[src/hdl/alu_pkg.sv]
package alu_pkg;

    // operation codes seen on the op port.
    typedef enum logic [1:0]
    {
        OP_INT_ADD = 2'd0, // wrapping add, carry out reported as overflow.
        OP_FIX_MUL = 2'd1, // unsigned q8.8 multiply.
        OP_FP_ADD  = 2'd2  // binary16 add.
    } op_e;

    // operand and result width.
    localparam int DATA_W = 16;

    // in_valid sample to out_valid, one register per stage.
    localparam int PIPE_LATENCY = 3;

endpackage

[src/hdl/fp16_pkg.sv]
package fp16_pkg;

    // binary16 field layout.
    localparam int EXP_W        = 5;
    localparam int FRAC_W       = 10;
    localparam int SIG_W        = FRAC_W + 1; // hidden bit included.

    // exponent codes with a special meaning.
    localparam int EXP_MAX      = 31;         // infinity and nan.
    localparam int EXP_OVF_EDGE = 30;         // a carry here runs out of range.

    // q8.8 fixed point.
    localparam int FIX_FRAC_W   = 8;
    localparam int FIX_PROD_W   = 32;

endpackage

[src/hdl/op_if.sv]
`timescale 1ns/1ps

interface op_if;

    logic                       valid;
    alu_pkg::op_e               op;
    logic [alu_pkg::DATA_W-1:0] a;
    logic [alu_pkg::DATA_W-1:0] b;
    logic [alu_pkg::DATA_W-1:0] big_num;   // larger binary16 magnitude.
    logic [alu_pkg::DATA_W-1:0] small_num;

    modport src
    (
        output valid,
        output op,
        output a,
        output b,
        output big_num,
        output small_num
    );

    modport dst
    (
        input valid,
        input op,
        input a,
        input b,
        input big_num,
        input small_num
    );

endinterface

[src/hdl/res_if.sv]
`timescale 1ns/1ps

interface res_if;

    logic                       valid;
    alu_pkg::op_e               op;
    logic [alu_pkg::DATA_W-1:0] result;
    logic                       overflow;
    logic                       zero;
    logic                       nan;
    logic                       precision_lost;

    modport src
    (
        output valid,
        output op,
        output result,
        output overflow,
        output zero,
        output nan,
        output precision_lost
    );

    modport dst
    (
        input valid,
        input op,
        input result,
        input overflow,
        input zero,
        input nan,
        input precision_lost
    );

endinterface

[src/hdl/arith16_top.sv]
`timescale 1ns/1ps

module arith16_top
(
    input  logic                       clk,
    input  logic                       rst_n,
    input  logic                       in_valid,
    input  alu_pkg::op_e               op,
    input  logic [alu_pkg::DATA_W-1:0] num1,
    input  logic [alu_pkg::DATA_W-1:0] num2,
    output logic                       out_valid,
    output logic [alu_pkg::DATA_W-1:0] result,
    output logic                       overflow,
    output logic                       zero,
    output logic                       nan,
    output logic                       precision_lost
);

    op_if  u_op_if ();
    res_if u_res_if ();

    operand_stage u_operand_stage
    (
        .clk      (clk),
        .rst_n    (rst_n),
        .in_valid (in_valid),
        .op       (op),
        .num1     (num1),
        .num2     (num2),
        .opd      (u_op_if.src)
    );

    arith_core u_arith_core
    (
        .clk   (clk),
        .rst_n (rst_n),
        .opd   (u_op_if.dst),
        .res   (u_res_if.src)
    );

    result_stage u_result_stage
    (
        .clk            (clk),
        .rst_n          (rst_n),
        .res            (u_res_if.dst),
        .out_valid      (out_valid),
        .result         (result),
        .overflow       (overflow),
        .zero           (zero),
        .nan            (nan),
        .precision_lost (precision_lost)
    );

endmodule

[src/hdl/arith_core.sv]
`timescale 1ns/1ps

module arith_core
(
    input logic clk,
    input logic rst_n,
    op_if.dst   opd,
    res_if.src  res
);

    logic [alu_pkg::DATA_W:0]   int_sum;
    logic [alu_pkg::DATA_W-1:0] mul_result;
    logic                       mul_overflow;
    logic                       mul_precision_lost;
    logic [alu_pkg::DATA_W-1:0] fp_result;
    logic                       fp_overflow;
    logic                       fp_zero;
    logic                       fp_nan;
    logic                       fp_precision_lost;
    logic [alu_pkg::DATA_W-1:0] sel_result;
    logic                       sel_overflow;
    logic                       sel_precision_lost;

    assign int_sum = {1'b0, opd.a} + {1'b0, opd.b};

    fixed_mult u_fixed_mult
    (
        .a              (opd.a),
        .b              (opd.b),
        .result         (mul_result),
        .overflow       (mul_overflow),
        .precision_lost (mul_precision_lost)
    );

    fp_add u_fp_add
    (
        .big_num        (opd.big_num),
        .small_num      (opd.small_num),
        .a              (opd.a),
        .b              (opd.b),
        .result         (fp_result),
        .overflow       (fp_overflow),
        .zero           (fp_zero),
        .nan            (fp_nan),
        .precision_lost (fp_precision_lost)
    );

    always_comb
    begin
        case (opd.op)
            alu_pkg::OP_INT_ADD:
            begin
                sel_result   = int_sum[alu_pkg::DATA_W-1:0];
                sel_overflow = int_sum[alu_pkg::DATA_W];
            end
            alu_pkg::OP_FIX_MUL:
            begin
                sel_result   = mul_result;
                sel_overflow = mul_overflow;
            end
            default:
            begin
                sel_result   = fp_result;
                sel_overflow = fp_overflow;
            end
        endcase
    end

    // the integer add has no such flag, it is masked on output.
    assign sel_precision_lost = (opd.op == alu_pkg::OP_FP_ADD) ? fp_precision_lost
                                                               : mul_precision_lost;

    always_ff @(posedge clk)
    begin
        if (!rst_n)
            res.valid <= 1'b0;
        else
            res.valid <= opd.valid;
    end

    always_ff @(posedge clk)
    begin
        if (opd.valid)
        begin
            res.op             <= opd.op;
            res.result         <= sel_result;
            res.overflow       <= sel_overflow;
            res.zero           <= fp_zero;
            res.nan            <= fp_nan;
            res.precision_lost <= sel_precision_lost;
        end
    end

endmodule

[src/hdl/fixed_mult.sv]
`timescale 1ns/1ps

module fixed_mult
(
    input  logic [alu_pkg::DATA_W-1:0] a,
    input  logic [alu_pkg::DATA_W-1:0] b,
    output logic [alu_pkg::DATA_W-1:0] result,
    output logic                       overflow,
    output logic                       precision_lost
);

    logic [fp16_pkg::FIX_PROD_W-1:0] a_ext;
    logic [fp16_pkg::FIX_PROD_W-1:0] partial [alu_pkg::DATA_W];
    logic [fp16_pkg::FIX_PROD_W-1:0] product;

    assign a_ext = {{(fp16_pkg::FIX_PROD_W - alu_pkg::DATA_W){1'b0}}, a};

    // one shifted copy of a per set bit of b.
    always_comb
    begin
        for (int i = 0; i < alu_pkg::DATA_W; i++)
        begin
            partial[i] = (a_ext << i) & {fp16_pkg::FIX_PROD_W{b[i]}};
        end
    end

    always_comb
    begin
        product = '0;
        for (int i = 0; i < alu_pkg::DATA_W; i++)
        begin
            product = product + partial[i];
        end
    end

    // q16.16 product back to q8.8.
    assign result         = product[fp16_pkg::FIX_FRAC_W +: alu_pkg::DATA_W];
    assign overflow       = |product[fp16_pkg::FIX_PROD_W-1:fp16_pkg::FIX_FRAC_W+alu_pkg::DATA_W];
    assign precision_lost = |product[fp16_pkg::FIX_FRAC_W-1:0]; // truncated, never rounded.

endmodule

[src/hdl/fp_add.sv]
`timescale 1ns/1ps

module fp_add
(
    input  logic [alu_pkg::DATA_W-1:0] big_num,
    input  logic [alu_pkg::DATA_W-1:0] small_num,
    input  logic [alu_pkg::DATA_W-1:0] a,
    input  logic [alu_pkg::DATA_W-1:0] b,
    output logic [alu_pkg::DATA_W-1:0] result,
    output logic                       overflow,
    output logic                       zero,
    output logic                       nan,
    output logic                       precision_lost
);

    logic                                                      big_sign;
    logic                                                      small_sign;
    logic [fp16_pkg::EXP_W-1:0]                                big_exp_raw;
    logic [fp16_pkg::EXP_W-1:0]                                small_exp_raw;
    logic [fp16_pkg::FRAC_W-1:0]                               big_frac;
    logic [fp16_pkg::FRAC_W-1:0]                               small_frac;
    logic [fp16_pkg::EXP_W-1:0]                                big_exp;
    logic [fp16_pkg::EXP_W-1:0]                                small_exp;
    logic [fp16_pkg::EXP_W-1:0]                                exp_diff;
    logic [fp16_pkg::SIG_W-1:0]                                big_sig;
    logic [fp16_pkg::SIG_W-1:0]                                small_sig;
    logic [fp16_pkg::SIG_W+fp16_pkg::FRAC_W+2**fp16_pkg::EXP_W-1:0] small_shift;
    logic [fp16_pkg::SIG_W+fp16_pkg::FRAC_W-1:0]               big_wide;
    logic [fp16_pkg::SIG_W+fp16_pkg::FRAC_W-1:0]               small_wide;
    logic [fp16_pkg::SIG_W+fp16_pkg::FRAC_W:0]                 addend;
    logic [fp16_pkg::SIG_W+fp16_pkg::FRAC_W:0]                 sum_wide;
    logic                                                      far_lost;
    logic                                                      same_sign;
    logic                                                      carry;
    logic                                                      inf_in;
    logic [fp16_pkg::EXP_W-1:0]                                lzc;
    logic [fp16_pkg::EXP_W-1:0]                                shift_amt;
    logic [fp16_pkg::SIG_W+fp16_pkg::FRAC_W-1:0]               norm;
    logic [fp16_pkg::EXP_W-1:0]                                norm_exp;

    assign {big_sign, big_exp_raw, big_frac}       = big_num;
    assign {small_sign, small_exp_raw, small_frac} = small_num;
    assign same_sign = (big_sign == small_sign);

    // subnormals sit at exponent 1 without the hidden bit.
    assign big_exp   = big_exp_raw + {{(fp16_pkg::EXP_W-1){1'b0}}, ~|big_exp_raw};
    assign small_exp = small_exp_raw + {{(fp16_pkg::EXP_W-1){1'b0}}, ~|small_exp_raw};
    assign big_sig   = {|big_exp_raw, big_frac};
    assign small_sig = {|small_exp_raw, small_frac};
    assign exp_diff  = big_exp - small_exp;

    // aligned significand, extension below it, then bits that fall off entirely.
    assign small_shift = {small_sig, {(fp16_pkg::FRAC_W + 2**fp16_pkg::EXP_W){1'b0}}} >> exp_diff;
    assign small_wide  = small_shift[$high(small_shift) -: fp16_pkg::SIG_W + fp16_pkg::FRAC_W];
    assign far_lost    = |small_shift[2**fp16_pkg::EXP_W-1:0];
    assign big_wide    = {big_sig, {fp16_pkg::FRAC_W{1'b0}}};

    assign addend   = same_sign ? {1'b0, small_wide} : ~{1'b0, small_wide} + 1'b1;
    assign sum_wide = {1'b0, big_wide} + addend;
    assign carry    = same_sign & sum_wide[fp16_pkg::SIG_W+fp16_pkg::FRAC_W];

    always_comb
    begin
        lzc = fp16_pkg::EXP_W'(fp16_pkg::SIG_W + fp16_pkg::FRAC_W);
        for (int i = 0; i < fp16_pkg::SIG_W + fp16_pkg::FRAC_W; i++)
        begin
            if (sum_wide[i])
            begin
                lzc = fp16_pkg::EXP_W'(fp16_pkg::SIG_W + fp16_pkg::FRAC_W - 1 - i);
            end
        end
    end

    // never shift below exponent 1, the rest stays subnormal.
    assign shift_amt = (lzc < big_exp) ? lzc : big_exp - 1'b1;
    assign norm      = sum_wide[fp16_pkg::SIG_W+fp16_pkg::FRAC_W-1:0] << shift_amt;
    assign norm_exp  = norm[fp16_pkg::SIG_W+fp16_pkg::FRAC_W-1] ? big_exp - shift_amt : '0;

    assign nan    = ((big_exp_raw == fp16_pkg::EXP_MAX) && (|big_frac))
                 || ((small_exp_raw == fp16_pkg::EXP_MAX) && (|small_frac));
    assign inf_in = ((big_exp_raw == fp16_pkg::EXP_MAX) && !(|big_frac))
                 || ((small_exp_raw == fp16_pkg::EXP_MAX) && !(|small_frac));
    assign overflow = inf_in || (carry && (big_exp == fp16_pkg::EXP_OVF_EDGE));
    assign zero     = (a[alu_pkg::DATA_W-2:0] == b[alu_pkg::DATA_W-2:0])
                   && (a[alu_pkg::DATA_W-1] != b[alu_pkg::DATA_W-1]);

    always_comb
    begin
        if (nan)
        begin
            result = {1'b0, {fp16_pkg::EXP_W{1'b1}}, 1'b1, {(fp16_pkg::FRAC_W-1){1'b0}}};
        end
        else if (overflow)
        begin
            result = {big_sign, {fp16_pkg::EXP_W{1'b1}}, {fp16_pkg::FRAC_W{1'b0}}};
        end
        else if (carry)
        begin
            result = {big_sign, big_exp + 1'b1,
                      sum_wide[fp16_pkg::SIG_W+fp16_pkg::FRAC_W-1 -: fp16_pkg::FRAC_W]};
        end
        else
        begin
            result = {big_sign, norm_exp,
                      norm[fp16_pkg::SIG_W+fp16_pkg::FRAC_W-2 -: fp16_pkg::FRAC_W]};
        end
    end

    always_comb
    begin
        if (nan || overflow)
            precision_lost = 1'b0;
        else if (carry)
            precision_lost = (|sum_wide[fp16_pkg::FRAC_W:0]) | far_lost; // lsb shifted out too.
        else
            precision_lost = (|norm[fp16_pkg::FRAC_W-1:0]) | far_lost;
    end

endmodule

[src/hdl/operand_stage.sv]
`timescale 1ns/1ps

module operand_stage
(
    input  logic                       clk,
    input  logic                       rst_n,
    input  logic                       in_valid,
    input  alu_pkg::op_e               op,
    input  logic [alu_pkg::DATA_W-1:0] num1,
    input  logic [alu_pkg::DATA_W-1:0] num2,
    op_if.src                          opd
);

    logic [fp16_pkg::EXP_W-1:0]  exp1;
    logic [fp16_pkg::EXP_W-1:0]  exp2;
    logic [fp16_pkg::FRAC_W-1:0] frac1;
    logic [fp16_pkg::FRAC_W-1:0] frac2;
    logic                        swap;

    assign exp1  = num1[fp16_pkg::FRAC_W +: fp16_pkg::EXP_W];
    assign exp2  = num2[fp16_pkg::FRAC_W +: fp16_pkg::EXP_W];
    assign frac1 = num1[fp16_pkg::FRAC_W-1:0];
    assign frac2 = num2[fp16_pkg::FRAC_W-1:0];

    // num2 leads only when strictly larger, ties keep num1 in front.
    assign swap = (exp2 > exp1) || ((exp2 == exp1) && (frac2 > frac1));

    always_ff @(posedge clk)
    begin
        if (!rst_n)
        begin
            opd.valid <= 1'b0;
        end
        else
        begin
            opd.valid <= in_valid;
        end
    end

    always_ff @(posedge clk)
    begin
        if (in_valid)
        begin
            opd.op        <= op;
            opd.a         <= num1;
            opd.b         <= num2;
            opd.big_num   <= swap ? num2 : num1;
            opd.small_num <= swap ? num1 : num2; // only the adder looks at these.
        end
    end

    a_op_known : assert property (@(posedge clk) disable iff (!rst_n)
        in_valid |-> !$isunknown(op))
        else $error("op is unknown while in_valid is high");

endmodule

[src/hdl/result_stage.sv]
`timescale 1ns/1ps

module result_stage
(
    input  logic                       clk,
    input  logic                       rst_n,
    res_if.dst                         res,
    output logic                       out_valid,
    output logic [alu_pkg::DATA_W-1:0] result,
    output logic                       overflow,
    output logic                       zero,
    output logic                       nan,
    output logic                       precision_lost
);

    logic is_fp;

    assign is_fp = (res.op == alu_pkg::OP_FP_ADD);

    always_ff @(posedge clk)
    begin
        if (!rst_n)
        begin
            out_valid      <= 1'b0;
            overflow       <= 1'b0;
            zero           <= 1'b0;
            nan            <= 1'b0;
            precision_lost <= 1'b0;
        end
        else
        begin
            out_valid <= res.valid; // one-cycle pulse per item.
            if (res.valid)
            begin
                overflow       <= res.overflow;
                zero           <= res.zero & is_fp;
                nan            <= res.nan & is_fp;
                precision_lost <= res.precision_lost & (res.op != alu_pkg::OP_INT_ADD);
            end
        end
    end

    // held until the next item arrives.
    always_ff @(posedge clk)
    begin
        if (res.valid)
            result <= res.result;
    end

    a_b2b_src : assert property (@(posedge clk) disable iff (!rst_n)
        out_valid && $past(out_valid) |-> $past(res.valid) && $past(res.valid, 2))
        else $error("back-to-back out_valid without two upstream items");

endmodule

[config.mk]
export PLATFORM = sky130hd
export DESIGN_NAME = arith16_top
export DESIGN_NICKNAME = d
export VERILOG_FILES = /design/src/hdl/alu_pkg.sv /design/src/hdl/fp16_pkg.sv /design/src/hdl/op_if.sv /design/src/hdl/res_if.sv /design/src/hdl/arith16_top.sv /design/src/hdl/arith_core.sv /design/src/hdl/fixed_mult.sv /design/src/hdl/fp_add.sv /design/src/hdl/operand_stage.sv /design/src/hdl/result_stage.sv
export SDC_FILE = /design/constraint.sdc
export NUM_CORES = 1
export LEC_CHECK = 0
export ABC_AREA = 1
export ABC_CLOCK_PERIOD_IN_PS = 8300
export BUFFER_PORTS_ARGS = -buffer_cell sky130_fd_sc_hd__buf_2
export CORE_UTILIZATION = 30
export DETAILED_ROUTE_END_ITERATION = 8
export PLACE_DENSITY = 0.53
export SETUP_SLACK_MARGIN = 0.5
export SLEW_MARGIN = 20
export SYNTH_ARGS = -nofsm -noshare
export SYNTH_HDL_FRONTEND = slang
export SYNTH_HIERARCHICAL = 1
export SYNTH_SLANG_ARGS = --single-unit
[constraint.sdc]
create_clock -name clk -period 8.3 [get_ports clk]
set_input_delay 1.245 -clock clk [delete_from_list [all_inputs] [get_ports clk]]
set_output_delay 1.245 -clock clk [all_outputs]
set_load 0.02 [all_outputs]
### Word-level counts from Yosys, hierarchy flattened

Cells that the tools add are included.

| word-level totals | value |
|---|---|
| register bits after elaboration | 111 |
| bits of input ports | 37 |
| logic and storage cells | 142 |

| operators by class | value |
|---|---|
| $add $sub $neg | 24 |
| magnitude comparators | 3 |
| equal/unequal tests | 10 |
| shift operators | 2 |
| muxes and demuxes | 34 |
| bitwise operators | 23 |
| reductions and logical operators | 27 |

Operator list:

| operator | count |
|---|---|
| adder 32 bit | 15 |
| two-way mux 5 bit | 22 |
| >> shifter 53 x 5 -> 53 bit | 1 |
| two-way mux 16 bit | 3 |
| bitwise AND 16 x 32 -> 32 bit | 1 |
| bitwise AND 17 x 32 -> 32 bit | 1 |
| bitwise AND 18 x 32 -> 32 bit | 1 |
| bitwise AND 19 x 32 -> 32 bit | 1 |
| bitwise AND 20 x 32 -> 32 bit | 1 |
| bitwise AND 21 x 32 -> 32 bit | 1 |
| bitwise AND 22 x 32 -> 32 bit | 1 |
| bitwise AND 23 x 32 -> 32 bit | 1 |
| bitwise AND 24 x 32 -> 32 bit | 1 |
| bitwise AND 25 x 32 -> 32 bit | 1 |
| bitwise AND 26 x 32 -> 32 bit | 1 |
| bitwise AND 27 x 32 -> 32 bit | 1 |
| bitwise AND 28 x 32 -> 32 bit | 1 |
| bitwise AND 29 x 32 -> 32 bit | 1 |
| bitwise AND 30 x 32 -> 32 bit | 1 |
| bitwise AND 31 x 32 -> 32 bit | 1 |
| case mux 16 bit (2 select lines) | 1 |
| OR reduction 32 bit | 1 |
| two-way mux 15 bit | 2 |
| OR reduction 10 bit | 3 |
| other kinds (32) | 59 |

### Logic depth before layout (Yosys ltp)

| depth | value |
|---|---|
| depth in word-level cells | 38 |
| mapped depth | 68 |
| gate-level depth less buffers | 65 |

### Modules after synthesis

The synthesis kept the hierarchy.

By module, submodules not included:

| module | instances | cells an instance | area each (um2) | seq. area each (um2) |
|---|---|---|---|---|
| fixed_mult | 1 | 1281 | 9075.0 | 0.0 |
| fp_add | 1 | 818 | 4331.7 | 0.0 |
| operand_stage | 1 | 249 | 2915.3 | 2001.9 |
| arith_core | 1 | 291 | 2039.5 | 680.7 |
| result_stage | 1 | 37 | 658.1 | 580.6 |

### Worst setup path before layout

OpenSTA, ideal clock, no wires.

| path | value |
|---|---|
| path type | flip-flop to flip-flop |
| start | register u_operand_stage.opd.big_num[12] |
| end | register u_arith_core.res.result[14] (data pin) |
| library setup time | 253 ps |
| arrival time | 8656 ps |
| data required time | 8047 ps |
| setup slack | -609 ps |
| cell stages (with the launch flop) | 56 |
| buffers on the path | 4 |
| cell sequence | edfxtp_1 nor2_1 and3_1 ha_1 inv_1 fa_1 fa_1 buf_2 nand3_1 nand3_1 nand3_1 nand2_1 nand2_2 nand2_4 nand2_4 nor2_4 nand4_4 nor2_4 [20 not listed] nor2_1 a211oi_1 nand2_2 buf_6 nand2_1 o21ai_4 buf_4 buf_2 ha_1 nand2_1 nand2_1 a21oi_1 a21oi_1 nand2_1 nand2_1 a22o_1 inv_1 nand2_1 |

| on the way | value |
|---|---|
| longest elaborated chain between the ends | 38 |

RTL lines:

| what | line | source |
|---|---|---|
| start, declared | op_if.sv:18 | `output big_num,` |
| start signal, assigned | operand_stage.sv:47 | `opd.big_num <= swap ? num2 : num1;` |
| OR reduction 5 bit | fp_add.sv:46, fp_add.sv:48 |  |
| zero test 1 bit | fp_add.sv:46 | `assign big_exp = big_exp_raw + {{(fp16_pkg::EXP_W-1){1'b0}}, ~\|big_exp_raw};` |
| adder 5 x 1 -> 5 bit | fp_add.sv:46 |  |
| subtractor 5 bit | fp_add.sv:50 | `assign exp_diff = big_exp - small_exp;` |
| >> shifter 53 x 5 -> 53 bit | fp_add.sv:53 | `assign small_shift = {small_sig, {(fp16_pkg::FRAC_W + 2**fp16_pkg::EXP_W){1'b0}}} >> exp_diff;` |
| inverter 21 -> 22 bit | fp_add.sv:58 | `assign addend = same_sign ? {1'b0, small_wide} : ~{1'b0, small_wide} + 1'b1;` |
| adder 22 x 1 -> 22 bit | fp_add.sv:58 |  |
| two-way mux 22 bit | fp_add.sv:58 |  |
| [24 not listed] | n/a |  |
| left shift 21 x 5 -> 21 bit / subtractor 5 bit (equally long branches) | fp_add.sv:76, fp_add.sv:77 |  |
| two-way mux 5 bit | fp_add.sv:77 | `assign norm_exp = norm[fp16_pkg::SIG_W+fp16_pkg::FRAC_W-1] ? big_exp - shift_amt : '0;` |
| two-way mux 15 bit | fp_add.sv:97 | `else if (carry)` |
| two-way mux 15 bit | fp_add.sv:93 | `else if (overflow)` |
| two-way mux 16 bit * | fp_add.sv:89 | `if (nan)` |
| net u_arith_core.fp_result, one bit | arith_core.sv:15 | `logic [alu_pkg::DATA_W-1:0] fp_result;` |
| case mux 16 bit (2 select lines) * | arith_core.sv:50 | `case (opd.op)` |
| net u_arith_core.sel_result, one bit | arith_core.sv:20 | `logic [alu_pkg::DATA_W-1:0] sel_result;` |
| end signal, assigned | arith_core.sv:86 | `res.result <= sel_result;` |
| end, declared | res_if.sv:17 | `output result,` |

Mark *: on every way through the listed nets, which the timed path passes. The rest lies on a longest branch.
A chain may end at the register's enable or synchronous reset.

### Worst setup path after layout

| path | value |
|---|---|
| start | register u_operand_stage.opd.big_num[12] |
| end | register u_arith_core.res.precision_lost (data pin) |

| on the way | value |
|---|---|
| longest elaborated chain between the ends | 38 |

RTL lines:

| what | line | source |
|---|---|---|
| OR reduction 5 bit | fp_add.sv:46, fp_add.sv:48 |  |
| zero test 1 bit | fp_add.sv:46 |  |
| adder 5 x 1 -> 5 bit | fp_add.sv:46 |  |
| subtractor 5 bit | fp_add.sv:50 |  |
| >> shifter 53 x 5 -> 53 bit | fp_add.sv:53 |  |
| inverter 21 -> 22 bit | fp_add.sv:58 |  |
| adder 22 x 1 -> 22 bit | fp_add.sv:58 |  |
| two-way mux 22 bit | fp_add.sv:58 |  |
| [24 not listed] | n/a |  |
| left shift 21 x 5 -> 21 bit | fp_add.sv:76 | `assign norm = sum_wide[fp16_pkg::SIG_W+fp16_pkg::FRAC_W-1:0] << shift_amt;` |
| OR reduction 10 bit | fp_add.sv:116 | `precision_lost = (\|norm[fp16_pkg::FRAC_W-1:0]) \| far_lost;` |
| bitwise OR 1 bit | fp_add.sv:116 |  |
| two-way mux 1 bit | fp_add.sv:113 | `else if (carry)` |
| two-way mux 1 bit * | fp_add.sv:111 | `if (nan \|\| overflow)` |
| net u_arith_core.fp_precision_lost | arith_core.sv:19 | `logic fp_precision_lost;` |
| two-way mux 1 bit * | arith_core.sv:70 | `assign sel_precision_lost = (opd.op == alu_pkg::OP_FP_ADD) ? fp_precision_lost` |
| net u_arith_core.sel_precision_lost | arith_core.sv:22 | `logic sel_precision_lost;` |
| end signal, assigned | arith_core.sv:90 | `res.precision_lost <= sel_precision_lost;` |
| end, declared | res_if.sv:21 | `output precision_lost` |

Marks and branches as above.

==> metrics.txt <==
via count between 15000 and 20000; Core Region approximately 62000 µm²; Mapped Avg Cell Area just over 7 µm²; critical path required time around 8.5 ns; initial antenna violation count 2; Slew Viols, Final 0; # H-tree levels 3; CTS root buf clkbuf_16; crit-path max FO 6; final core occ 0.3806; layout net count ~3400; share of cells above drive strength 1 0.2132; Reg2Reg Setup Slack -0.40 ns; Worst-Skew Late Latency roughly 0.37 ns; slew margin rel. 0.2122; Fin. Hold Viols 0; Post-Place Worst Slack -0.3953 ns; max_cap viols 0; max frequency about 0.11 GHz; CP top delay family buffers and inverters; status finished with violations; hold buffers post-CTS 0; setup ws final -0.3958 ns; Most used DFF post-synth edfxtp_1; I/O Pins 58; GP Congestion 0.8740; Num CTS Buffers 9; mux cell area share after synthesis 0; Port Buffers 57; gr ovfl total 0; WL/cell about 16 µm; combinational family with the most area after synthesis adder cells; fin crit period 8.696 ns; Netlist Area Pre-Place 19020 µm²; # fillers roughly 6500; Sink Count around 110; fin area 23660 µm²; failing checks setup timing; Synth Area in XOR/XNOR 0.03112; Area Overhead vs Synth 24.40%; Critical R2R Launch u_operand_stage/opd.big_num[12]$_DFFE_PP_; first-pass GRT wire length 97320 µm; Final period util 1.048; post-place instance area 21360 µm²; Starting Density 0.3059; Buf+Inv Stages, Crit Path 43; Distinct cells, synth 56; hold crit path type register to register; Setup crit start u_operand_stage/opd.big_num[12]$_DFFE_PP_; Remaining DRCs 0; Layout Skew between 0.015 and 0.02 ns; Stages on worst setup path 59; Reg area about 3300 µm²; Die Wd between 200 and 300 µm; final setup fails 16; setup tns final -3.490 ns; EDFF count, synth 104; GRT Util Overall 0.1929; RSZ-0062 raised after global routing true; # rows 91; Reg clk slew, reported paths around 0.08 ns; detailed placement HPWL 45550 µm; worst path arrival time about 8.9 ns; Critical Path Source Type register; Syn. warnings 6; Post-Synth Adder-Cell Area 0.3126; clock buffer depth 2; Slowest cell on crit path fa_2; die area between 60000 and 70000 µm²; TritonRoute pass-1 iters 5; #FFs+latches synth roughly 110; Seq/Total Area, Yosys 0.1716; Async SR Flop Fraction 0; Worst-Margin Slew 1.171 ns; drt via density around 4.6; vias in the first global route around 18000; Crit Path Class register to register; post-route ant nets 0; area of the multi-input gates 13690 µm²; crit end category register; Die Height approximately 250 µm; simple-gate share of the synthesized area 0.2851; Initial DRC Count 1311; post-synthesis net count 3067; worst reg2reg path depth 59; dominant cell type by count on the critical path buf_4; detailed-route wire length approximately 60000 µm; CTS tree yes; crit path capture u_arith_core/res.precision_lost$_DFFE_PP_; post-synthesis compound-gate area fraction 0.05776; Mapped Cells approximately 2700; capturing point of the worst reg2reg path u_arith_core/res.precision_lost$_DFFE_PP_; largest net degree at the start of global routing between 60 and 70; max incr delay on CP between 0.7 and 0.8 ns
==> cell usage in the layout, fill, tap and decap left out, drive strengths merged, types with 4 or more instances in the layout <==
master and n:
nand2 922, inv 583, buf 413, fa 202, nand3 193, ha 152
nor2 107, edfxtp 104, a21oi 67, o21ai 62, xor2 33, xnor2 32
nand4 20, nor3 10, clkinv 10, clkbuf 9, a22o 9, o211ai 7
o21bai 7, nand3b 7, dfxtp 7, nor4 7, a31oi 6, or2 4
==> routing by layer <==
| layer | share of wire | vias up | GRT usage |
|---|---|---|---|
| li1 | - | 8780 | - |
| met1 | 0.47 | 8385 | 0.2733 |
| met2 | 0.45 | 523 | 0.3146 |
| met3 | 0.052 | 85 | 0.02182 |
| met4 | 0.019 | 2 | 0.03959 |
| met5 | 0.00013 | - | 0 |
==> kinds of logic after synthesis <==
kind of cell | count (synthesis)
flops | 111
xor+xnor | 65
simple gates | 1276
compound gates | 180
fa+ha+maj | 354
buf+inv | 690
==> registers in the layout, summed over array words and instances (netlist names), 2 cells and up <==
register	count
u_arith_core/res.op	2
u_operand_stage/opd.a	16
u_operand_stage/opd.big_num	16
u_operand_stage/opd.small_num	16
u_arith_core/res.result	16
u_operand_stage/opd.op	2
u_result_stage/result	16
u_operand_stage/opd.b	16
==> cells in the mapped netlist, drive strengths merged, types with 9 or more instances <==
cell	number	area, µm²
a21oi	67	335.3
clkbuf	67	251.5
xor2	33	304.0
edfxtp	104	3123
nor2	107	454.2
nand4	20	140.1
nor3	10	70.07
inv	582	2185
buf	37	246.5
nand2	922	3571
fa	202	4044
a22o	9	78.83
o21ai	62	366.6
xnor2	32	287.8
ha	152	1902
nand3	193	1026
==> what timing repair did <==
item	4_1_cts	5_1_grt
endpoints found under the hold margin	0	0
pin swaps	50	32
setup buffers	156	19
resized for setup	81	76
gates cloned	3	0
setup endpoints to repair	16	16
==> how the worst min path moves through the flow <==
stage	to	slack (ns)	depth (start not counted)	startpoint
finish	u_result_stage/result[4]$_DFFE_PP_	0.42	0	u_arith_core/res.result[4]$_DFFE_PP_
global route	u_result_stage/result[2]$_DFFE_PP_	0.44	0	u_arith_core/res.result[2]$_DFFE_PP_
CTS	u_result_stage/result[4]$_DFFE_PP_	0.43	0	u_arith_core/res.result[4]$_DFFE_PP_
global placement	u_result_stage/result[4]$_DFFE_PP_	0.40	0	u_arith_core/res.result[4]$_DFFE_PP_
detailed placement	u_result_stage/result[4]$_DFFE_PP_	0.41	0	u_arith_core/res.result[4]$_DFFE_PP_
floorplan	u_result_stage/result[0]$_DFFE_PP_	0.40	0	u_arith_core/res.result[0]$_DFFE_PP_
==> layout make-up <==
| type | instances | area share |
|---|---|---|
| multi-input combinational | 1875 | 0.5786 |
| sequential | 111 | 0.1379 |
| timing repair buffer | 414 | 0.1322 |
| inverter | 586 | 0.09360 |
| tap | 837 | 0.04426 |
| clock buffer | 9 | 0.009519 |
| clock inverter | 7 | 0.003649 |
| antenna | 2 | 0.0002115 |
==> worst register-to-register path: cells and delay by family, from the launching register on <==
| kind | cells | cell delay [ns] |
|---|---|---|
| fa+ha+maj | 3 | 1.38 |
| compound gates | 4 | 0.66 |
| buf+inv | 43 | 5.18 |
| flops | 1 | 0.40 |
| simple gates | 9 | 0.90 |
==> stage by stage <==
step           cells  hold WS [ns]
6_report        3841        0.4248
4_1_cts         3820        0.4263
5_1_grt         3839        0.4351
3_3_place_gp    3645        0.4034
3_5_place_dp    3645        0.4080
2_1_floorplan   2676        0.4003
Power is left out: the tool's default activity adds up to more than one toggle a clock period on the data nets, which glitch-free logic cannot reach.
